### src/verilog/packet_params.svh
// ----------------------------------------
// Packet buffer sizing constants
// ----------------------------------------
`ifndef PACKET_PARAMS_SVH
`define PACKET_PARAMS_SVH

// Stream word
`define PKT_DATA_BYTES 4
`define PKT_DATA_WID (`PKT_DATA_BYTES * 8)

// Word address inside one context region (128 words)
`define PKT_ADDR_WID 7

// Number of buffer contexts
`define PKT_NUM_CTXT 2

// Accepted packet size range, in bytes
`define PKT_MIN_BYTES 8
`define PKT_MAX_BYTES 64

`endif

### src/verilog/packet_pkg.sv
// ----------------------------------------
// Packet buffer shared types
// ----------------------------------------
`include "packet_params.svh"

package packet_pkg;

    localparam int CTXT_WID = (`PKT_NUM_CTXT > 1) ? $clog2(`PKT_NUM_CTXT) : 1;

    // One word past the max size, so an oversize count stays visible
    localparam int SIZE_WID = $clog2(`PKT_MAX_BYTES + `PKT_DATA_BYTES + 1);

    typedef logic [CTXT_WID-1:0]      ctxt_t;
    typedef logic [`PKT_ADDR_WID-1:0] addr_t;
    typedef logic [SIZE_WID-1:0]      size_t;

    // Empty bytes in the last word of a packet
    typedef logic [1:0] mty_t;

    // Per-packet outcome
    typedef enum logic [2:0] {
        EVT_OK         = 3'd0,
        EVT_DROP_ERR   = 3'd1,
        EVT_DROP_SHORT = 3'd2,
        EVT_DROP_LONG  = 3'd3,
        EVT_DROP_FULL  = 3'd4
    } event_kind_t;

endpackage : packet_pkg

### src/verilog/packet_enqueue.sv
// ----------------------------------------
// Per-context circular buffer pointers,
// headroom and write descriptor output
// ----------------------------------------
`include "packet_params.svh"

module packet_enqueue
    import packet_pkg::*;
(
    input  logic  clk,
    input  logic  srst,

    // Context of the packet being written
    input  ctxt_t wr_ctxt,

    // Commit from the writer
    input  logic  commit_valid,
    input  ctxt_t commit_ctxt,
    input  addr_t commit_addr,
    input  size_t commit_size,

    // Read completion from downstream
    input  logic  rd_desc_valid,
    input  ctxt_t rd_desc_ctxt,
    input  size_t rd_desc_size,

    // Next address feed to the writer
    output addr_t nxt_addr,
    output size_t nxt_headroom,

    // Write descriptor
    output logic  wr_desc_valid,
    output ctxt_t wr_desc_ctxt,
    output addr_t wr_desc_addr,
    output size_t wr_desc_size
);

    // Extra bit tells a full region from an empty one
    localparam int PTR_WID   = `PKT_ADDR_WID + 1;
    localparam int DEPTH     = 2 ** `PKT_ADDR_WID;
    localparam int MAX_WORDS = (`PKT_MAX_BYTES + `PKT_DATA_BYTES - 1) / `PKT_DATA_BYTES;

    logic [PTR_WID-1:0] head_ptr   [`PKT_NUM_CTXT];
    logic [PTR_WID-1:0] tail_ptr   [`PKT_NUM_CTXT];
    logic [PTR_WID-1:0] used_words [`PKT_NUM_CTXT];
    logic [PTR_WID-1:0] free_words [`PKT_NUM_CTXT];
    size_t              headroom_q [`PKT_NUM_CTXT];

    logic [PTR_WID-1:0] commit_words;
    logic [PTR_WID-1:0] rd_words;

    // Byte size to whole words, rounded up
    function automatic logic [PTR_WID-1:0] size_to_words(input size_t size);
        logic [PTR_WID-1:0] bytes;
        bytes = PTR_WID'(size) + PTR_WID'(`PKT_DATA_BYTES - 1);
        return bytes / PTR_WID'(`PKT_DATA_BYTES);
    endfunction

    assign commit_words = size_to_words(commit_size);
    assign rd_words     = size_to_words(rd_desc_size);

    // ----------------------------------------
    // Head and tail pointers
    // ----------------------------------------
    always_ff @(posedge clk) begin
        if (srst) begin
            for (int c = 0; c < `PKT_NUM_CTXT; c++) begin
                head_ptr[c] <= '0;
                tail_ptr[c] <= '0;
            end
        end else begin
            if (commit_valid) begin
                head_ptr[commit_ctxt] <= head_ptr[commit_ctxt] + commit_words;
            end
            if (rd_desc_valid) begin
                tail_ptr[rd_desc_ctxt] <= tail_ptr[rd_desc_ctxt] + rd_words;
            end
        end
    end

    // ----------------------------------------
    // Occupancy and headroom
    // ----------------------------------------
    always_comb begin
        for (int c = 0; c < `PKT_NUM_CTXT; c++) begin
            used_words[c] = head_ptr[c] - tail_ptr[c];
            free_words[c] = PTR_WID'(DEPTH) - used_words[c];
        end
    end

    // Capped at one max-size packet
    always_ff @(posedge clk) begin
        for (int c = 0; c < `PKT_NUM_CTXT; c++) begin
            if (srst) begin
                headroom_q[c] <= size_t'(`PKT_MAX_BYTES);
            end else if (free_words[c] >= PTR_WID'(MAX_WORDS)) begin
                headroom_q[c] <= size_t'(`PKT_MAX_BYTES);
            end else begin
                headroom_q[c] <= size_t'(free_words[c] * `PKT_DATA_BYTES);
            end
        end
    end

    // ----------------------------------------
    // Writer feed and descriptor
    // ----------------------------------------
    assign nxt_addr     = addr_t'(head_ptr[wr_ctxt]);
    assign nxt_headroom = headroom_q[wr_ctxt];

    // Descriptor goes out with the commit that moves the head
    assign wr_desc_valid = commit_valid;
    assign wr_desc_ctxt  = commit_ctxt;
    assign wr_desc_addr  = commit_addr;
    assign wr_desc_size  = commit_size;

endmodule : packet_enqueue

### config.mk
export PLATFORM = sky130hd
export DESIGN_NAME = packet_enqueue
export DESIGN_NICKNAME = d
export VERILOG_FILES = /design/src/verilog/packet_pkg.sv /design/src/verilog/packet_enqueue.sv
export VERILOG_INCLUDE_DIRS = /design/src /design/src/verilog
export SDC_FILE = /design/constraint.sdc
export NUM_CORES = 1
export LEC_CHECK = 0
export ABC_AREA = 1
export BUFFER_PORTS_ARGS = -buffer_cell sky130_fd_sc_hd__buf_4
export CAP_MARGIN = 10
export CORE_MARGIN = 2
export CORE_UTILIZATION = 50
export CTS_CLUSTER_SIZE = 12
export DETAILED_ROUTE_END_ITERATION = 8
export MAX_ROUTING_LAYER = met4
export PLACE_DENSITY = 0.79
export SETUP_SLACK_MARGIN = 0.5
export SYNTH_ARGS = -nofsm -noshare
export SYNTH_HDL_FRONTEND = slang
export SYNTH_SLANG_ARGS = --single-unit
### constraint.sdc
create_clock -name clk -period 3.89 [get_ports clk]
set_clock_uncertainty 0.05 [all_clocks]
set_input_delay 0.389 -clock clk [delete_from_list [all_inputs] [get_ports clk]]
set_output_delay 0.389 -clock clk [all_outputs]
set_load 0.01 [all_outputs]
Yosys cells after proc, flatten, opt, wreduce, memory -nomap -nowiden
Memory sizes are Yosys's and may differ from the RTL's.
Index checks and enable logic that the tools add are counted.
- $add $sub $neg: 8
- order comparisons: 2
- mux-type cells: 30
- bitwise gates (word level): 4
- reductions and logical operators: 2
- operator list (kind ; number):
    2-to-1 mux 1 bit ; 24
    2-to-1 mux 5 bit ; 4
    adder 7 x 2 -> 8 bit (second input constant) ; 2
    adder 8 x 6 -> 8 bit ; 2
    greater-or-equal comparator 8 x 5 -> 1 bit (second input constant) ; 2
    2-to-1 mux 8 bit ; 2
    OR reduction 8 bit ; 2
    subtractor 8 bit ; 2
    subtractor 8 bit (first input constant) ; 2
    bitwise OR 1 bit ; 4
- register bits after elaboration: 0
- RAM bits: 42
- output and inout bits: 30
- word-level logic and storage cells: 49
- memories kept: 3
- memory list (memory ; depth ; width ; rd ports ; clocked after memory_dff ; wr ports ; RTL line ; text):
    head_ptr ; 2 ; 8 ; 4 ; 0 ; 2 ; packet_enqueue.sv:43 ; logic [PTR_WID-1:0] head_ptr [`PKT_NUM_CTXT];
    tail_ptr ; 2 ; 8 ; 3 ; 0 ; 2 ; packet_enqueue.sv:44 ; logic [PTR_WID-1:0] tail_ptr [`PKT_NUM_CTXT];
    headroom_q ; 2 ; 5 ; 1 ; 0 ; 2 ; packet_enqueue.sv:47 ; size_t headroom_q [`PKT_NUM_CTXT];

Depth between registers and ports, before layout
Gate-level depths: netlist (run 1).
An unclocked memory read counts as a cell.
- depth after elaboration: 9
- depth in mapped cells: 15
- mapped depth without buffers: 15

Worst setup path before layout (run 1)
OpenSTA, ideal clock, no wires.
- path type: input-to-reg
- start point: input port commit_ctxt
- end point: memory head_ptr[0][6] in the netlist's numbering (data pin)
- setup time: 0.264 ns
- arrival time: 1.992 ns
- setup slack: 1.584 ns
- cell stages on the path: 12
- path through: buf_2 > clkbuf_1 > nand2_1 > o21ai_0 > ha_1 > inv_1 > fa_1 > inv_1 > nand4_1 > nand3_1 > xor2_1 > nor2_1
- RTL lines (item ; RTL line ; text):
    start, declared ; packet_enqueue.sv:18 ; input ctxt_t commit_ctxt,
    end, declared ; packet_enqueue.sv:43 ;

==> results summary, run 1 <==
The flow ran to the end, and the final reports show no timing, DRC or antenna violations. The clock transition time at the flip-flop clock pins of the worst setup and hold paths came out at 0.08 ns. The peak supply drop is 0.0002048 V. In this run, synthesis produced a sequential element count of 42. The number of buffer cells added on primary ports came out at 41.

Power comes to 1.375 mW. The total DRC errors in the routed layout came out at 0. The total overflow reported by the global router came out at 0. The number of max-capacitance violations reported is 0. The source-to-sink clock delay at the later pin of the worst-skew pair is 0.30 ns. The antenna diode count came out at 0. In this run, distinct cell masters in the synthesized netlist total 26. The data required time of the critical path is 3.99 ns. Setup repair after global routing left no endpoint under its margin.

The share of cells above drive strength 1 is 11.38%. The initial antenna violation count is 0. For this design, the CTS-stage hold fixing added 0 buffers. The routed design has 7.527 mm of wire. STA classifies the critical path endpoint as a flip-flop. Using the TritonRoute via totals, the vias-per-cell ratio works out to 4.987. The utilization after layout came out at 58.14%. The worst-case setup slack after placement came out at 1.394 ns. Dividing total power by cell area gives a power density of 344.2 mW/mm2. The remaining number of nets flagged by the antenna check after routing came out at 0. The accumulated negative setup slack is 0 ns. The clock period minus final worst setup slack is 2.451 ns. The total global routing track utilization is 20.64%.

Of the synthesized area, sequential elements account for 35.23%. The largest net degree at the start of global routing is 20. The initial utilization of the core area, before any placement, comes to 52.11%.

The first TritonRoute pass finished after 6 iterations. The count of instances resized after the clock tree is built is 0. STA puts the critical path data arrival time at 2.55 ns. The vertical extent of the die is 88.62 um.

The maximum fanout encountered on the critical timing path is 5. The wire length of the first global-routing pass came out at 12.19 mm. The core region is 0.006869 mm2. The initial DRC count is 175. The biggest area contributor in the post-synthesis netlist is edfxtp_1.

The setup path with the least slack is of type reg -> reg. In the final design database the tool counted 570 nets. In the post-synthesis netlist, the biggest area contributors are edfxtp_1, ha_1, nand2_1. The mean instance size in the synthesized netlist came out at 7.698 um2. The most common cell after layout, fill and taps aside is nand2_1.

The final clock period utilization by the worst path is 63.01%. The clock passes through at most 2 buffers. The worst-case setup margin in the final layout came out at 1.439 ns. The via count of the first global-routing pass is 2749. On the final layout, the worst hold slack is 0.5731 ns. The area enclosed by the die boundary is 0.007853 mm2. The leakage power is 2.078 nW. In this run the clock root is driven by a clkbuf_8. Yosys printed 0 warnings. The die extent in x is 88.62 um.

The CTS sink count is 42. The count of pins on the block boundary came out at 58. The number of hold violations in the final report came to 0. The mapped cell area came out at 0.003580 mm2. The number of vias in the routed layout is 2977. The maximum level of the CTS H-tree came out at 2. The final weighted congestion in routability-driven placement is 0.9213. The number of CTS-inserted buffers came out at 5. The TritonCTS clock tree is built. The top cell type's share of synthesized area came out at 35.23%. Counting every instance in the synthesized netlist gives 465. In the layout the commonest cells are nand2_1, inv_1, nor2_1. Buffers added to address setup during post-CTS repair amount to 0. The setup-violating endpoint count in the final report came out at 0. The number of standard-cell rows in the floorplan is 30.

The routed wirelength normalized by instance count is 12.61 um. The critical path startpoint category is a flip-flop. The count of final max-slew check failures came out at 0. The HPWL after detailed placement is 6.101 mm. The min-delay analysis places its worst path in the category in -> reg. The timing-limited maximum frequency is 408.0 MHz.

Relative to the synthesized area, the layout overhead comes to 11.57%.
==> routing by layer <==
layer	GRT usage (%)	vias to the layer above	routed length, um
li1	-	1525	-
met1	25.37	1352	3285
met2	36.23	89	3804
met3	2.985	11	367
met4	4.270	0	69
met5	-	-	0
==> cell usage after synthesis <==
| cell | count |
|---|---|
| o21bai_1 | 2 |
| a21o_1 | 1 |
| fa_1 | 4 |
| nand3_2 | 1 |
| o21ai_0 | 19 |
| buf_2 | 3 |
| a21oi_1 | 9 |
| or2_2 | 2 |
| buf_4 | 18 |
| nand2_1 | 113 |
| clkbuf_1 | 2 |
| nor2_2 | 1 |
| xnor2_1 | 3 |
| inv_2 | 1 |
| inv_1 | 84 |
| a31oi_1 | 2 |
| conb_1 | 2 |
| mux2_2 | 5 |
| edfxtp_1 | 42 |
| nand4_1 | 8 |
| xor2_1 | 15 |
| nor2_1 | 55 |
| nand3_1 | 32 |
| nand3b_1 | 2 |
| o21ai_1 | 1 |
| ha_1 | 38 |
==> flip-flops by register name, summed over array words and instances, names as in the netlist <==
register / count
tail_ptr: 16
head_ptr: 16
headroom_q: 10
==> worst paths after layout <==
path	from	cells after the start	slack, ns	end
hold / removal	srst	5	0.57	headroom_q[1][4]
setup reg to reg	head_ptr[0][1]	11	1.44	headroom_q[0][2]
hold reg to reg	head_ptr[0][0]	2	0.67	headroom_q[0][0]
setup / recovery	head_ptr[0][1]	11	1.44	headroom_q[0][2]
==> power by group <==
part / switching [mW] / internal, mW / total [mW]
Clock: 0.151 / 0.192 / 0.343
Sequential: 0.0174 / 0.535 / 0.552
Combinational: 0.293 / 0.187 / 0.480
Total: 0.461 / 0.914 / 1.37
==> final cells by class <==
| cell class | count | area (um2) |
|---|---|---|
| clock buffer | 7 | 76.32 |
| tap | 96 | 120.1 |
| fill | 656 | 2875 |
| clock inverter | 1 | 30.03 |
| sequential | 42 | 1261 |
| timing repair buffer | 41 | 307.8 |
| inverter | 85 | 319.1 |
| multi-input combinational | 325 | 1879 |
==> stage by stage <==
stage / std cells / area, um2
floorplan: 475 / 3617
global placement: 589 / 3887
detailed placement: 589 / 3887
CTS: 597 / 3994
global route: 597 / 3994
finish: 597 / 3994
==> critical path, cell delays in order (launching register included) <==
cell,delay (ns)
edfxtp_1,0.36
inv_1,0.12
ha_1,0.25
ha_1,0.24
fa_1,0.45
nand3_1,0.14
nand2_1,0.08
nand2_1,0.07
nand3_1,0.07
nand2_1,0.09
nand3_1,0.20
nor2_1,0.18
==> cells by family after synthesis <==
kind of cell	share of synthesized area (%)
buf+inv	13.32
other cells	0.2098
simple gates	24.71
flops	35.23
xor+xnor	4.404
compound gates	5.033
fa+ha+maj	15.52
mux	1.573
Power figures use the tool's default switching activity.
==> run 2, diff against run 1 <==
--- a/config.mk
+++ b/config.mk
@@ -6,7 +6,7 @@
 export SDC_FILE = /design/constraint.sdc
 export NUM_CORES = 1
 export LEC_CHECK = 0
-export ABC_AREA = 1
+export ABC_AREA = 0
 export BUFFER_PORTS_ARGS = -buffer_cell sky130_fd_sc_hd__buf_4
 export CAP_MARGIN = 10
 export CORE_MARGIN = 2
==> constraint.sdc (replaced) <==
create_clock -name clk -period 2.5 [get_ports clk]
set_clock_uncertainty 0.05 [all_clocks]
set_input_delay 0.25 -clock clk [delete_from_list [all_inputs] [get_ports clk]]
set_output_delay 0.25 -clock clk [all_outputs]
set_load 0.01 [all_outputs]
==> results summary, run 2 <==
The most common cell after layout, fill and taps aside is buf_4. Cells with a size suffix above 1 make up 36.16% of the layout. The critical path startpoint category is a flip-flop. Routability-driven placement finished with a final weighted congestion of 0.8702. After floorplanning, the core was divided into 30 placement rows. The floorplan step defined a die boundary enclosing 0.007535 mm2.

By area the synthesized netlist is led by edfxtp_1, ha_1, xnor2_1. The transition at the pin with the smallest max-transition slack is 0.5425 ns. The number of max-capacitance violations reported came out at 0. After detailed routing, the number of vias per cell comes to 5.495. The run finished with clean final reports. The xor and xnor area share after synthesis came out at 6.387%. The first global-routing pass estimated 12.10 mm of wire. OpenSTA, run right after detailed placement, puts the worst setup slack at 0.05517 ns.

The clock period minus final worst setup slack came out at 2.381 ns. In the routed design, unresolved DRC markers number 0. Adding up every negative setup slack in the final design gives 0 ns. The maximum fanout encountered on the critical timing path came out at 5. The count of final max-slew check failures was 0.

The top cell type's share of synthesized area is 36.79%. The post-synthesis simple-gate area fraction came out at 13.28%. The source-to-sink clock delay at the later pin of the worst-skew pair came out at 0.30 ns. The initial DRC count is 165. For this design the static power due to leakage is 1.888 nW.

STA classifies the critical path endpoint as a flip-flop. The maximum buffer depth of the clock tree is 2. The number of nets in the finished design is 471. The fraction of the mapped netlist area in adder cells is 16.20%. Along the worst hold path, the cell count comes to 4. The routed wirelength normalized by instance count came out at 15.80 um.

The area added between synthesis and finish is 25.62%. The CTS sink count came out at 42. The timing-limited maximum frequency came out at 420.0 MHz. The path type of the worst setup path is reg -> reg. Setup repair after global routing could not meet its margin everywhere.

For this design the top-level I/O count stands at 58. The total overflow reported by the global router is 0. The number of cells traversed by the worst register-to-register path is 9. The share of synthesized flip-flops with an asynchronous set or reset came out at 0%. The commonest cells after synthesis are edfxtp_1, ha_1, inv_1.

Hold repair after CTS inserted 0 buffers. During synthesis, Yosys emitted a total of 0 warnings. Measured on the finished design, the core utilization comes to 64.10%. The post-route cell area is 0.004307 mm2. The total global routing track utilization came out at 21.55%. The compound-cell area share of the yosys netlist is 11.93%. The largest net degree at the start of global routing came out at 19. The TritonCTS clock tree is built. The startpoint of the lowest-slack register-to-register path is tail_ptr[1][0]. The most frequent cell after synthesis is edfxtp_1. Dividing the final minimum period by the clock period gives 95.24%. The HPWL after detailed placement came out at 5.454 mm.

The largest area contributor in the netlist is edfxtp_1. Setup slack on the critical path of the routed design comes to 0.1189 ns. After technology mapping, the gate count stands at 349. The remaining number of nets flagged by the antenna check after routing came out at 0. Counting the buffers created by CTS gives 5. The count of buffers added on input and output ports is 41. The portion of synthesized area spent on multiplexers is 6.022%. After synthesis, flip-flops and latches occupy 36.79% of the total area.

The clock tree synthesis step divided the H-tree into 2 levels. The floorplan step set the die height to 86.81 um. For this run, the leading register cell type out of synthesis is edfxtp_1. The mapped cell area is 0.003428 mm2. The power consumption came out at 2.335 mW. By area, the combinational part of the netlist is dominated by adder cells. After detailed routing, the total wire length is 7.601 mm.

The repair_antennas step left the layout with diodes totalling 0. The starting density of the core came out at 51.02%. In the final layout, the registers with the most flip-flops are head_ptr x16, tail_ptr x16, headroom_q x10. The worst endpoint data arrival time came out at 2.34 ns. In this run the most critical hold path is launched from srst. In this run the mean area of a mapped cell was 9.823 um2. The number of hold violations in the final report is 0. In this run the tightest slew margin relative to its limit is 63.72%.

The synthesized design contains 42 register bits. Setup violations remaining at the end of the flow were counted as 0. The number of vias in the routed layout came out at 2643.

The area after detailed placement is 0.003791 mm2. The via count of the first global-routing pass came to 2665. The critical path starts at tail_ptr[1][0].

Measured along the x axis, the die boundary spans 86.81 um. The core region is 0.006719 mm2. The initial antenna violation count came out at 0.

The count of distinct cell types in the synthesized netlist is 42. In this run, synthesis inferred 42 flip-flops with an integrated enable. The min-delay analysis places its worst path in the category in -> reg. The peak supply drop is 0.0002055 V. Power spread over the standard cell area amounts to 542.2 mW/mm2. The cell sitting at the root of the clock tree is a clkbuf_8. The detailed-router iteration count before antenna repair came out at 5. Leaving out fill and tap cells, the most frequent cells in the layout are buf_4, edfxtp_1, inv_1. The count of fill cells added during filler insertion is 520. The clock transition time at the flip-flop clock pins of the worst setup and hold paths came out at 0.08 ns.

The data required time of the critical path came out at 2.45 ns.
==> run 2: cell types whose count changed after synthesis, moves of 6 or more <==
cell | previous run | this run
nand2_1 | 113 | 20
inv_1 | 84 | 36
nand3_1 | 32 | 2
nor2_1 | 55 | 28
xnor2_1 | 3 | 17
nor3_1 | 0 | 13
nand4_1 | 8 | 0
mux2_2 | 5 | 12
xor2_1 | 15 | 8
a21o_1 | 1 | 7
a21oi_1 | 9 | 15
mux2i_1 | 0 | 6
nor3b_1 | 0 | 6
o21a_1 | 0 | 6
==> run 2: layout make-up <==
class                      instances  area (um2)  area share (%)
clock inverter                     2       33.78          0.7844
timing repair buffer              62       476.7           11.07
tap                               80       100.1           2.324
sequential                        42        1261           29.29
inverter                          36       135.1           3.138
clock buffer                       5       68.82           1.598
multi-input combinational        254        2231           51.80
==> run 2: metal layers <==
metal,wire length (um),GRT usage (%)
met2,3906,36.57
met3,235,3.810
met1,3262,25.36
met5,0,-
met4,197,8.381
==> run 2: timing repair <==
action / CTS / global route
setup endpoints to repair: 26 / 30
setup buffers: 11 / 8
cloned: 0 / 0
resized for setup: 30 / 33
hold endpoints to repair: 0 / 0
pin swaps: 18 / 20
==> run 2: kinds of logic after synthesis <==
kind of cell / Yosys count
buffers and inverters: 63
AO/OA/AOI/OAI: 65
multiplexers: 19
other: 2
XOR/XNOR: 25
flip-flops: 42
adder cells (fa/ha/maj): 42
AND/OR/NAND/NOR: 91
==> run 2: power by group <==
group          total (mW)  leakage [nW]  switching, mW  internal [mW]
Clock               0.519        0.0517          0.230          0.289
Sequential          0.860         0.432         0.0277          0.832
Combinational       0.956          1.40          0.494          0.462
==> run 2: path summary, 6_finish.rpt <==
path	end	slack [ns]
setup / recovery	headroom_q[1][4]	0.12
setup reg to reg	headroom_q[1][4]	0.12
hold reg to reg	headroom_q[1][0]	0.74
hold / removal	headroom_q[0][4]	0.41
==> run 2: critical path, stage by stage (launching register included) <==
cell and delay [ns]:
edfxtp_1 0.43, inv_2 0.08, ha_1 0.16, inv_1 0.05
ha_2 0.18, fa_2 0.37, a211oi_2 0.21, xnor2_1 0.10
o41ai_2 0.24, nand4b_2 0.22
==> run 2: through the flow <==
step	cells	hold WS [ns]
6_report	481	0.4073
5_1_grt	481	0.4399
4_1_cts	473	0.4224
3_5_place_dp	455	0.4501
3_3_place_gp	455	0.4501
2_1_floorplan	359	0.5418
