<file path="config.mk">
export PLATFORM = sky130hd
export DESIGN_NAME = packet_write
export DESIGN_NICKNAME = d
export VERILOG_FILES = /design/src/verilog/packet_pkg.sv /design/src/verilog/packet_write.sv
export VERILOG_INCLUDE_DIRS = /design/src /design/src/verilog
export SDC_FILE = /design/constraint.sdc
export NUM_CORES = 1
export LEC_CHECK = 0
export BUFFER_PORTS_ARGS = -buffer_cell sky130_fd_sc_hd__clkbuf_2
export CAP_MARGIN = 20
export CORE_UTILIZATION = 50
export CTS_BUF_LIST = sky130_fd_sc_hd__clkbuf_16
export DETAILED_ROUTE_END_ITERATION = 8
export PLACE_DENSITY = 0.79
export SKIP_CTS_REPAIR_TIMING = 1
export SYNTH_ARGS = -nofsm -noshare
export SYNTH_HDL_FRONTEND = slang
export SYNTH_SLANG_ARGS = --single-unit
</file>
<file path="constraint.sdc">
create_clock -name clk -period 4.85 [get_ports clk]
set_clock_uncertainty 0.05 [all_clocks]
set_input_delay 0.7275 -clock clk [delete_from_list [all_inputs] [get_ports clk]]
set_output_delay 0.7275 -clock clk [all_outputs]
set_load 0.05 [all_outputs]
</file>
<file path="src/verilog/packet_params.svh">
// ----------------------------------------
// Packet buffer sizing constants
// ----------------------------------------
`ifndef PACKET_PARAMS_SVH
`define PACKET_PARAMS_SVH

// Stream word
`define PKT_DATA_BYTES 4
`define PKT_DATA_WID (`PKT_DATA_BYTES * 8)

// Word address inside one context region (128 words)
`define PKT_ADDR_WID 7

// Number of buffer contexts
`define PKT_NUM_CTXT 2

// Accepted packet size range, in bytes
`define PKT_MIN_BYTES 8
`define PKT_MAX_BYTES 64

`endif

</file>
<file path="src/verilog/packet_pkg.sv">
// ----------------------------------------
// Packet buffer shared types
// ----------------------------------------
`include "packet_params.svh"

package packet_pkg;

    localparam int CTXT_WID = (`PKT_NUM_CTXT > 1) ? $clog2(`PKT_NUM_CTXT) : 1;

    // One word past the max size, so an oversize count stays visible
    localparam int SIZE_WID = $clog2(`PKT_MAX_BYTES + `PKT_DATA_BYTES + 1);

    typedef logic [CTXT_WID-1:0]      ctxt_t;
    typedef logic [`PKT_ADDR_WID-1:0] addr_t;
    typedef logic [SIZE_WID-1:0]      size_t;

    // Empty bytes in the last word of a packet
    typedef logic [1:0] mty_t;

    // Per-packet outcome
    typedef enum logic [2:0] {
        EVT_OK         = 3'd0,
        EVT_DROP_ERR   = 3'd1,
        EVT_DROP_SHORT = 3'd2,
        EVT_DROP_LONG  = 3'd3,
        EVT_DROP_FULL  = 3'd4
    } event_kind_t;

endpackage : packet_pkg

</file>
<file path="src/verilog/packet_write.sv">
// ----------------------------------------
// Packet writer: stores words, sizes the
// packet, then commits or drops it
// ----------------------------------------
`include "packet_params.svh"

module packet_write
    import packet_pkg::*;
(
    input  logic                     clk,
    input  logic                     srst,
    input  logic                     mem_init_done,

    // Input stream
    input  logic                     in_valid,
    input  logic [`PKT_DATA_WID-1:0] in_data,
    input  logic                     in_eop,
    input  mty_t                     in_mty,
    input  logic                     in_err,
    input  ctxt_t                    ctxt_sel,
    output logic                     in_ready,
    output ctxt_t                    wr_ctxt,

    // From enqueue, for wr_ctxt
    input  addr_t                    nxt_addr,
    input  size_t                    nxt_headroom,

    // Memory write
    output logic                     mem_wr_en,
    output ctxt_t                    mem_wr_ctxt,
    output addr_t                    mem_wr_addr,
    output logic [`PKT_DATA_WID-1:0] mem_wr_data,

    // Commit to enqueue
    output logic                     commit_valid,
    output ctxt_t                    commit_ctxt,
    output addr_t                    commit_addr,
    output size_t                    commit_size,

    // Per-packet event
    output logic                     evt_valid,
    output event_kind_t              evt_kind,
    output size_t                    evt_size
);

    localparam int WORD_BYTES = `PKT_DATA_BYTES;
    localparam int MAX_WORDS  = (`PKT_MAX_BYTES + WORD_BYTES - 1) / WORD_BYTES;
    localparam int SAT_BYTES  = `PKT_MAX_BYTES + WORD_BYTES;

    typedef enum logic [1:0] {
        ST_SOP,
        ST_BODY,
        ST_COMMIT
    } state_t;

    state_t state_q;

    // Packet state latched at sop
    ctxt_t ctxt_q;
    addr_t base_q;
    size_t headroom_q;
    logic  err_q;
    size_t bytes_q;

    logic        sop;
    logic        accept;
    ctxt_t       cur_ctxt;
    addr_t       cur_base;
    size_t       cur_headroom;
    logic        cur_err;
    size_t       prev_bytes;
    size_t       cur_bytes;
    size_t       cur_off;
    logic        wr_ok;
    size_t       pkt_size;
    event_kind_t kind;

    // ----------------------------------------
    // Handshake and current-word view
    // ----------------------------------------
    assign sop      = (state_q == ST_SOP);
    assign in_ready = mem_init_done && (state_q != ST_COMMIT);
    assign accept   = in_valid && in_ready;

    // At sop everything comes straight from the inputs
    assign cur_ctxt     = sop ? ctxt_sel : ctxt_q;
    assign cur_base     = sop ? nxt_addr : base_q;
    assign cur_headroom = sop ? nxt_headroom : headroom_q;
    assign cur_err      = (sop ? 1'b0 : err_q) | in_err;
    assign wr_ctxt      = cur_ctxt;

    // Byte count saturates one word past max
    assign prev_bytes = sop ? '0 : bytes_q;
    assign cur_bytes  = (prev_bytes >= size_t'(SAT_BYTES - WORD_BYTES)) ?
                        size_t'(SAT_BYTES) : prev_bytes + size_t'(WORD_BYTES);
    assign cur_off    = prev_bytes / size_t'(WORD_BYTES);
    assign wr_ok      = (cur_off < size_t'(MAX_WORDS));
    assign pkt_size   = cur_bytes - size_t'(in_mty);

    // Drop priority: err, long, short, full
    always_comb begin
        if (cur_err) begin
            kind = EVT_DROP_ERR;
        end else if (pkt_size > size_t'(`PKT_MAX_BYTES)) begin
            kind = EVT_DROP_LONG;
        end else if (pkt_size < size_t'(`PKT_MIN_BYTES)) begin
            kind = EVT_DROP_SHORT;
        end else if (pkt_size > cur_headroom) begin
            kind = EVT_DROP_FULL;
        end else begin
            kind = EVT_OK;
        end
    end

    // ----------------------------------------
    // FSM
    // ----------------------------------------
    always_ff @(posedge clk) begin
        if (srst) begin
            state_q <= ST_SOP;
        end else begin
            case (state_q)
                ST_SOP, ST_BODY: begin
                    if (accept) begin
                        state_q <= in_eop ? ST_COMMIT : ST_BODY;
                    end
                end
                ST_COMMIT: state_q <= ST_SOP;
                default:   state_q <= ST_SOP;
            endcase
        end
    end

    always_ff @(posedge clk) begin
        if (accept) begin
            ctxt_q     <= cur_ctxt;
            base_q     <= cur_base;
            headroom_q <= cur_headroom;
            err_q      <= cur_err;
            bytes_q    <= cur_bytes;
        end
    end

    // ----------------------------------------
    // Memory write
    // ----------------------------------------
    always_ff @(posedge clk) begin
        if (srst) begin
            mem_wr_en <= 1'b0;
        end else begin
            mem_wr_en <= accept && wr_ok;
        end
    end

    // Region wrap comes from the address width
    always_ff @(posedge clk) begin
        if (accept) begin
            mem_wr_ctxt <= cur_ctxt;
            mem_wr_addr <= cur_base + addr_t'(cur_off);
            mem_wr_data <= in_data;
        end
    end

    // ----------------------------------------
    // Commit and event strobes
    // ----------------------------------------
    always_ff @(posedge clk) begin
        if (srst) begin
            evt_valid    <= 1'b0;
            commit_valid <= 1'b0;
        end else begin
            evt_valid    <= accept && in_eop;
            commit_valid <= accept && in_eop && (kind == EVT_OK);
        end
    end

    always_ff @(posedge clk) begin
        if (accept && in_eop) begin
            evt_kind    <= kind;
            evt_size    <= pkt_size;
            commit_ctxt <= cur_ctxt;
            commit_addr <= cur_base;
            commit_size <= pkt_size;
        end
    end

endmodule : packet_write
</file>
# After elaboration in Yosys (flattened, before gate mapping)
# Index checks and enable logic that the tools add are counted.
dict set report totals {
  reg_bits 85
  input_bits 55
  out_inout_bits 70
  wordCells 47
}
dict set report op_classes {
  n_addsub 3
  order_cmp 5
  eq_ne 2
  muxes 11
  bitwise_logic 2
  reduce_logical 9
}
# op n
set ops {}
lappend ops {{7-bit two-way mux} 4}
lappend ops {{3-bit two-way mux} 4}
lappend ops {{7-bit by 3-bit adder with 7-bit output (second input constant)} 1}
lappend ops {{7-bit by 5-bit adder with 7-bit output} 1}
lappend ops {{7-bit >= comparator (second input constant)} 1}
lappend ops {{7-bit greater-than comparator} 1}
lappend ops {{7-bit greater-than comparator (second input constant)} 1}
lappend ops {{7-bit by 4-bit < comparator with 1-bit output (second input constant)} 1}
lappend ops {{7-bit by 2-bit subtractor with 7-bit output} 1}
lappend ops {{1-bit logical AND} 5}
lappend ops {{5-bit < comparator (second input constant)} 1}
lappend ops {{2-bit OR reduction} 2}
lappend ops {{3-bit zero test} 1}
lappend ops {{2-bit by 1-bit equality test with 1-bit output (second input constant)} 1}
lappend ops {{2-bit zero test} 1}
lappend ops {{1-bit two-way mux} 2}
lappend ops {{2-bit two-way mux} 1}
lappend ops {{2-bit != test (second input constant)} 1}
lappend ops {{1-bit inverter} 1}
lappend ops {{1-bit bitwise OR} 1}

# Logic depth before layout (Yosys ltp)
# Gate-level depths: netlist (run 1).
dict set report depth {
  word_depth 12
  mapped_depth 18
  depth_no_buf 16
}

# Worst setup path before layout (run 1)
# OpenSTA, ideal clock, no wires.
dict set report synth_path {
  path_type {input -> register}
  startpoint {input port mem_init_done}
  endpoint {register base_q[0] (enable)}
  setup_ns 0.416
  t_arrival_ns 3.089
  t_required_ns 4.384
  setup_slack_ns 1.295
  cell_stages 3
  n_path_buf 0
  path_cell_list {a21boi_1 > nand2_1 > inv_1}
}
dict set report synth_via {
  elab_chain_cells 2
}
# item line_no
set synth_rtl {}
lappend synth_rtl {{from (decl)} packet_write.sv:12} ;# input logic mem_init_done,
lappend synth_rtl {{1-bit logical AND} packet_write.sv:82} ;# assign in_ready = mem_init_done && (state_q != ST_COMMIT);
lappend synth_rtl {{1-bit logical AND} packet_write.sv:83} ;# assign accept = in_valid && in_ready;
lappend synth_rtl {{named net accept} packet_write.sv:66} ;# logic accept;
lappend synth_rtl {{to (signal assigned)} packet_write.sv:137} ;# base_q <= cur_base;
lappend synth_rtl {{to (decl)} packet_write.sv:60} ;# addr_t base_q;
# The timed path passes the listed nets, and every way through them passes these cells.
# A chain may end at the register's enable or synchronous reset.

# Final worst setup path (run 1)
dict set report layout_path {
  startpoint {register state_q[1]}
  endpoint {register commit_valid}
}
dict set report layout_via {
  elab_chain_cells 12
  elab_cells_between_ends 22
  cone_classes {2 x add/sub; 4 x order compare; 1 x eq/ne; 8 x mux; 1 x bitwise; 6 x reduce/logical}
}
# item line_no
set layout_rtl {}
lappend layout_rtl {{from (decl)} packet_write.sv:56} ;# state_t state_q;
lappend layout_rtl {{from (signal assigned)} packet_write.sv:125} ;# state_q <= in_eop ? ST_COMMIT : ST_BODY;
lappend layout_rtl {{2-bit zero test} packet_write.sv:81} ;# assign sop = (state_q == ST_SOP);
lappend layout_rtl {{7-bit two-way mux} packet_write.sv:93} ;# assign prev_bytes = sop ? '0 : bytes_q;
lappend layout_rtl {{7-bit by 3-bit adder with 7-bit output or 7-bit >= comparator (tied branches)} {packet_write.sv:95, packet_write.sv:94}}
lappend layout_rtl {{7-bit two-way mux} packet_write.sv:94} ;# assign cur_bytes = (prev_bytes >= size_t'(SAT_BYTES - WORD_BYTES)) ?
lappend layout_rtl {{7-bit by 2-bit subtractor with 7-bit output} packet_write.sv:98} ;# assign pkt_size = cur_bytes - size_t'(in_mty);
lappend layout_rtl {{7-bit greater-than comparator} packet_write.sv:108} ;# end else if (pkt_size > cur_headroom) begin
lappend layout_rtl {{3-bit two-way mux} packet_write.sv:108}
lappend layout_rtl {{3-bit two-way mux} packet_write.sv:106} ;# end else if (pkt_size < size_t'(`PKT_MIN_BYTES)) begin
lappend layout_rtl {{3-bit two-way mux} packet_write.sv:104} ;# end else if (pkt_size > size_t'(`PKT_MAX_BYTES)) begin
lappend layout_rtl {{3-bit two-way mux} packet_write.sv:102} ;# if (cur_err) begin
lappend layout_rtl {{3-bit zero test} packet_write.sv:173} ;# commit_valid <= accept && in_eop && (kind == EVT_OK);
lappend layout_rtl {{1-bit logical AND *} packet_write.sv:173}
lappend layout_rtl {{to (signal assigned)} packet_write.sv:173}
lappend layout_rtl {{to (decl)} packet_write.sv:35} ;# output logic commit_valid,
# Every way passes the cells marked *; elsewhere a longest branch is shown, timed or not.

==> results of run 1 <==
==> critical path, delay by kind of cell, from the launching register on <==
kind	cells	cell delay [ns]
DFF	1	0.54
AOI/OAI and AO/OA	6	1.14
and+or+nand+nor	6	1.34
adders and majority gates	2	0.53
xor gates and xnor gates	1	0.20
==> final cells by class <==
type | count | area [um2]
clock inverters | 6 | 87.6
repair buffers | 126 | 639
multi-input cells | 144 | 1070
well taps | 99 | 124
inverters | 21 | 78.8
clock buffers | 9 | 225
flip-flops and latches | 85 | 2500
fillers | 546 | 2520
==> cells in the final DEF, fill, tap and decap left out, types with 6 or more instances in the layout <==
cell type	n
clkbuf_2	124
ha_1	15
mux2i_1	8
a21oi_1	6
edfxtp_1	80
clkbuf_16	9
nor2_1	7
inv_1	19
nand2_1	39
==> layer usage <==
metal	wire length (um)	vias to the layer above	global-route usage [%]
met5	0	-	0
met4	191	0	8.65
met3	549	15	6.34
met2	3790	97	35.1
met1	3060	1163	23.0
li1	-	1183	-
==> worst min path at each step <==
| stage | start | end | depth (start not counted) |
|---|---|---|---|
| 5_1_grt | in_data[1] | mem_wr_data[1] | 1 |
| 4_1_cts | bytes_q[0] | bytes_q[0] | 2 |
| 3_5_place_dp | bytes_q[0] | bytes_q[0] | 2 |
| 6_report | bytes_q[0] | bytes_q[0] | 2 |
| 3_3_place_gp | bytes_q[0] | bytes_q[0] | 2 |
| 2_1_floorplan | bytes_q[0] | bytes_q[0] | 2 |
==> kinds of logic after synthesis <==
kind of cell    after synthesis  synth area share (%)
mux                           9                  2.55
xor+xnor                     11                  3.18
buf+inv                      33                  4.32
compound gates               27                  5.60
flops                        85                  67.0
fa+ha+maj                    17                  5.83
simple gates                 80                  11.5
==> stage by stage <==
step / area [um2] / util, % / hold WS, ns / setup slack, ns
2_1_floorplan: 3730 / - / 0.451 / 1.29
3_3_place_gp: 4410 / 60.7 / 0.468 / 1.17
3_5_place_dp: 4410 / 60.7 / 0.480 / 0.966
4_1_cts: 4720 / 65.1 / 0.494 / 0.929
5_1_grt: 4730 / 65.2 / 0.508 / 0.549
6_report: 4730 / 65.2 / 0.487 / 0.964
==> power by group through the flow <==
stage          logic, mW  clock network, mW  registers, mW
5_1_grt            0.273              0.759          0.861
2_1_floorplan      0.110                  0          0.945
6_report           0.251              0.718          0.857
3_3_place_gp       0.245                  0          0.872
4_1_cts            0.252              0.726          0.858
3_5_place_dp       0.250                  0          0.873
==> flip-flops by register name (all words and copies together), names as in the netlist <==
name	cells
mem_wr_addr	7
mem_wr_en	1
evt_size	7
bytes_q	7
evt_kind	3
commit_valid	1
err_q	1
commit_ctxt	1
headroom_q	7
base_q	7
state_q	2
mem_wr_data	32
commit_addr	7
evt_valid	1
mem_wr_ctxt	1
==> out/summary.txt, run 1 <==
Worst setup startpoint: state_q[1]
EDFF count, synth: 80
ys async rst share: 0%
Worst Path Required: 5.04 ns
failing checks: DRC
total gr overflow: 0
clock latency at the later pin of the worst-skew pair: 0.33 ns
GRT Total Usage: 20.2%
Area Overhead vs Synth: 26.7%
crit share post-route: 80.1%
sequential share of the synthesized area: 67.0%
vias per std cell: 5.02
Starting Density: 51.5%
CTS tree: done
Die Wd: 88.4 um
FMAX: 257 MHz
Sw Share: 25.2%
critical path startpoint category: flop
vias in the first global route: 2419
Sw Pwr: 460 uW
R2R Setup Slk: 0.96 ns
max_slew headroom: 33.9%
Crit. End Element: flop
CP Class: flop to flop
Tot Pwr: 1.83 mW
RR Startpoint: state_q[1]
clock sinks: 85
P_int: 1.37 mW
Slew @ Worst Pin: 0.990 ns
endpoints failing setup: 0
detailed placer's ending HPWL: 5.64 mm
placed cells: 474
post-synth top area share: 64.3%
die footprint: 7820 um2
Worst Setup EP: commit_valid
synthesized area: 3730 um2
largest net degree at the start of global routing: 42
vias: 2458
std cell rows: 31
leakage: 2.15 nW
Net Count, Synth: 333
crit path DAT: 4.07 ns
crit-path cells: or2_1 -> and2_1 -> ha_1 -> nor2_1 -> a211oi_4 -> nand4_4 -> xnor2_1 -> ha_1 -> o211ai_1 -> a21oi_1 -> o22ai_1 -> nor2_1 -> o211a_1 -> o21ai_0 -> nor4b_2
Netlist cell types: 52
pwr/cell area: 386 nW/um2
initial antenna violation count: 0
die span in y: 88.4 um
warnings from Yosys: 0
Final Non-Filler Cells: 490
DR DRC count: 2
worst flop-to-flop path endpoint: commit_valid
IO buf count: 124
CTS Buffer Depth: 2
Worst R2R Path Depth: 15
cells after synthesis: 262
Worst-path clk slew: 0.06 ns
Main synth FF type: edfxtp_1
CP max-delay cell: dfxtp_1
CORE AREA: 7250 um2
Setup TNS: 0 ns
Post-synth top cells: 80 x edfxtp_1, 39 x nand2_1, 20 x inv_1
H-tree levels: 3
status: finished with violations
n_diodes: 0
top cells by area, synth: edfxtp_1 64%, ha_1 5.0%, nand2_1 3.9%
Min-Delay Path Class: flop to flop
Synth Register Bits: 85
CP max stage delay: 0.54 ns
share of post-route cells with drive strength above 1: 40.2%
first-pass GRT wire length: 11.6 mm
Avg Cell Area, Syn: 14.3 um2
RSZ-0062 raised after global routing: false
most instantiated library cell after synthesis: edfxtp_1
max-cap viol count: 0
CP max FO: 16
Synth area leader: edfxtp_1
final RePlAce weighted congestion: 0.793
final wirelength: 7.59 mm
clock power share: 39.3%
initial DRC count: 143
clk root buf: clkbuf_16
Hold Vio Cnt, Final: 0
worst vdd ir: 0.198 mV
TritonCTS buffer count: 9
Top Ports: 125
combinational share of power: 13.8%
Final Critical Period: 3.89 ns
Routed WL per cell: 15.5 um
Detailed Routing Iterations Pass 1: 6
Slew Limit Fails: 0
Reg power frac: 46.9%
Post-layout nets: 458
final antenna-violating net count: 0
(Power assumes the default switching activity.)
==> inputs of run 2 (changes only) <==
--- a/config.mk
+++ b/config.mk
@@ -6,12 +6,13 @@
 export SDC_FILE = /design/constraint.sdc
 export NUM_CORES = 1
 export LEC_CHECK = 0
+export ABC_AREA = 1
 export BUFFER_PORTS_ARGS = -buffer_cell sky130_fd_sc_hd__clkbuf_2
 export CAP_MARGIN = 20
-export CORE_UTILIZATION = 50
+export CORE_UTILIZATION = 45
 export CTS_BUF_LIST = sky130_fd_sc_hd__clkbuf_16
 export DETAILED_ROUTE_END_ITERATION = 8
-export PLACE_DENSITY = 0.79
+export PLACE_DENSITY = 0.76
 export SKIP_CTS_REPAIR_TIMING = 1
 export SYNTH_ARGS = -nofsm -noshare
 export SYNTH_HDL_FRONTEND = slang
==> constraint.sdc (replaced) <==
create_clock -name clk -period 3.3 [get_ports clk]
set_clock_uncertainty 0.05 [all_clocks]
set_input_delay 0.495 -clock clk [delete_from_list [all_inputs] [get_ports clk]]
set_output_delay 0.495 -clock clk [all_outputs]
set_load 0.05 [all_outputs]
==> run 2 against run 1 <==
The flow now finishes without violations. Register-to-register slack worse by 0.57 ns. Synthesized area fell by 0.80%. Global-route usage down 0.58 points. Utilization is 4.8 points lower. Largest power group unchanged. Power is 54% higher. Cell area up 0.16%. Fmax increased by 34%. Sequential power up 48%. Flip-flop and latch count unchanged. Non-clock buffer count up 1. Die area increased by 10%.
==> out/summary.txt, run 2 <==
max-cap viol count: 0 (unchanged)
FMAX: 344 MHz (+34%)
TritonCTS buffer count: 9 (unchanged)
post-synth top area share: 64.9% (+0.52 points)
fill count: 646 (+18%)
clock latency at the later pin of the worst-skew pair: 0.33 ns (about the same)
CTS Buffer Depth: 2 (unchanged)
most used routing layer: met2
Post-layout nets: 498 (+8.7%)
Setup TNS: 0 ns (unchanged)
Routed WL per cell: 15.0 um (-2.9%)
largest net degree at the start of global routing: 63 (+50%)
CP Class: flop to flop
Hold EP: mem_wr_data[10]
Hold Vio Cnt, Final: 0 (unchanged)
detailed placer's ending HPWL: 5.55 mm (-1.6%)
pre-CTS setup slack: 0.443 ns (-0.523 ns)
worst vdd ir: 0.284 mV (+43%)
first-pass GRT wire length: 12.7 mm (+9.9%)
Avg Cell Area, Syn: 12.3 um2 (-13%)
clk root buf: clkbuf_16
initial DRC count: 89 (-38%)
synthesized area: 3700 um2 (-0.80%)
final wirelength: 8.02 mm (+5.7%)
std cell rows: 32 (+3.2%)
Synth Register Bits: 85 (unchanged)
Net Count, Synth: 371 (+11%)
hold depth: 1 (-1)
Crit. End Element: flop
IO buf count: 124 (unchanged)
sequential share of the synthesized area: 67.6% (+0.54 points)
GRT Total Usage: 19.6% (-0.58 points)
Worst-path clk slew: 0.06 ns (about the same)
die span in y: 92.7 um (+4.9%)
Most flops, register: mem_wr_data
warnings from Yosys: 0 (unchanged)
most common cell after layout, fill and taps aside: clkbuf_2
Netlist cell types: 31 (-40%)
Die Wd: 92.7 um (+4.9%)
vias per std cell: 4.87 (-2.8%)
placed cells: 518 (+9.3%)
RR Startpoint: state_q[0]
post-route setup slack: 0.390 ns (-0.574 ns)
most frequent cells in the layout: 124 x clkbuf_2, 80 x edfxtp_1, 56 x nand2_1
hold path start: in_data[10]
final antenna-violating net count: 0 (unchanged)
CP max FO: 5 (-11)
design area: 4740 um2 (+0.16%)
Tot Pwr: 2.82 mW (+54%)
Final Critical Period: 2.91 ns (-0.976 ns)
leakage: 2.20 nW (+2.1%)
clock sinks: 85 (unchanged)
initial antenna violation count: 0 (unchanged)
Starting Density: 47.2% (-4.3 points)
die footprint: 8600 um2 (+10%)
crit path DAT: 2.94 ns (-1.13 ns)
FF/Latch Area: 2500 um2 (about the same)
most instantiated library cell after synthesis: edfxtp_1
vias in the first global route: 2602 (+7.6%)
final RePlAce weighted congestion: 0.902 (+14%)
H-tree levels: 3 (unchanged)
Hold WS: 0.286 ns (-0.201 ns)
Min-Delay Path Class: primary input to flop
multi-input combinational cell area: 965 um2 (-10%)
Slew @ Worst Pin: 0.833 ns (-0.158 ns)
status: completed
Global Route met2 Usage: 34.6% (-0.48 points)
Final Non-Filler Cells: 533 (+8.8%)
GR Layer Usage met1: 23.4% (+0.41 points)
pwr/cell area: 596 nW/um2 (+54%)
Detailed Routing Iterations Pass 1: 4 (-2)
critical path startpoint category: flop
Area Overhead vs Synth: 27.9%
CTS tree: done
R2R Setup Slk: 0.39 ns (-0.57 ns)
share of post-route cells with drive strength above 1: 39.7% (-0.48 points)
dpl cell area: 4400 um2 (-0.14%)
endpoints failing setup: 0 (unchanged)
RSZ-0062 raised after global routing: false
ys async rst share: 0% (unchanged)
vias: 2598 (+5.7%)
Top Ports: 125 (unchanged)
Synth area leader: edfxtp_1
Main synth FF type: edfxtp_1
Global Route met3 Usage: 4.84% (-1.5 points)
crit share post-route: 88.2% (+8.1 points)
total gr overflow: 0 (unchanged)
worst flop-to-flop path endpoint: evt_kind[2]
EDFF count, synth: 80 (unchanged)
CORE AREA: 7850 um2 (+8.2%)
Worst R2R Path Depth: 19 (+4)
Worst Path Required: 3.33 ns (-1.71 ns)
cells after synthesis: 300 (+15%)
top cells by area, synth: edfxtp_1 65%, nand2_1 5.7%, ha_1 5.1%
max_slew headroom: 44.4% (+11 points)
Post-synth top cells: 80 x edfxtp_1, 56 x nand2_1, 40 x inv_1
n_diodes: 0 (unchanged)
Slew Limit Fails: 0 (unchanged)
max reg flops: 32 (unchanged)
post-layout util: 60.4% (-4.8 points)
DR DRC count: 0 (-2)
run 2: metal layers:
layer / part of all wire [%] / wire length, um / vias to the layer above
li1: - / - / 1261
met1: 42 / 3340 / 1224
met2: 51 / 4080 / 106
met3: 6.8 / 545 / 7
met4: 0.76 / 61 / 0
met5: 0 / 0 / -
run 2: cell families after synthesis:
family,count (synthesis),share of synthesized area [%]
flops,85,67.6
simple gates,118,15.5
fa+ha+maj,16,5.61
compound gates,23,3.62
buf+inv,53,6.49
xor+xnor,5,1.18
run 2: worst max-delay path by stage:
stage	depth (start not counted)	startpoint	end	slack [ns]
2_1_floorplan	5	mem_init_done	commit_addr[0]	0.33
3_3_place_gp	19	state_q[0]	evt_kind[2]	0.57
3_5_place_dp	19	state_q[0]	evt_kind[2]	0.44
4_1_cts	21	state_q[1]	evt_kind[2]	0.37
5_1_grt	21	state_q[0]	evt_kind[2]	0.07
6_report	19	state_q[0]	evt_kind[2]	0.39
run 2: power breakdown:
| group | internal (mW) | leakage [nW] | switching [mW] |
|---|---|---|---|
| clock | 0.736 | 0.164 | 0.393 |
| combinational | 0.117 | 1.25 | 0.308 |
| sequential | 1.25 | 0.788 | 0.0171 |
run 2: area by class of cell:
class | instances | share of cell area, %
clock buffer | 9 | 4.75
clock inverter | 6 | 2.35
inverter | 42 | 3.41
multi-input combinational | 162 | 20.4
sequential | 85 | 52.9
tap | 102 | 2.69
timing repair buffer | 127 | 13.6
run 2: critical path, stage by stage (launching register included):
cell and delay, ns:
dfxtp_1 0.34, inv_1 0.13, nand2_2 0.12, nand3_1 0.11
ha_1 0.14, inv_1 0.06, fa_1 0.42, nor2_2 0.15
nand2_1 0.08, clkinv_1 0.08, nand3_2 0.06, nand2_2 0.11
inv_1 0.07, ha_1 0.32, inv_1 0.07, nor2_1 0.04
nor2_1 0.08, nand2_1 0.05, nor2_1 0.12, nor2_2 0.05
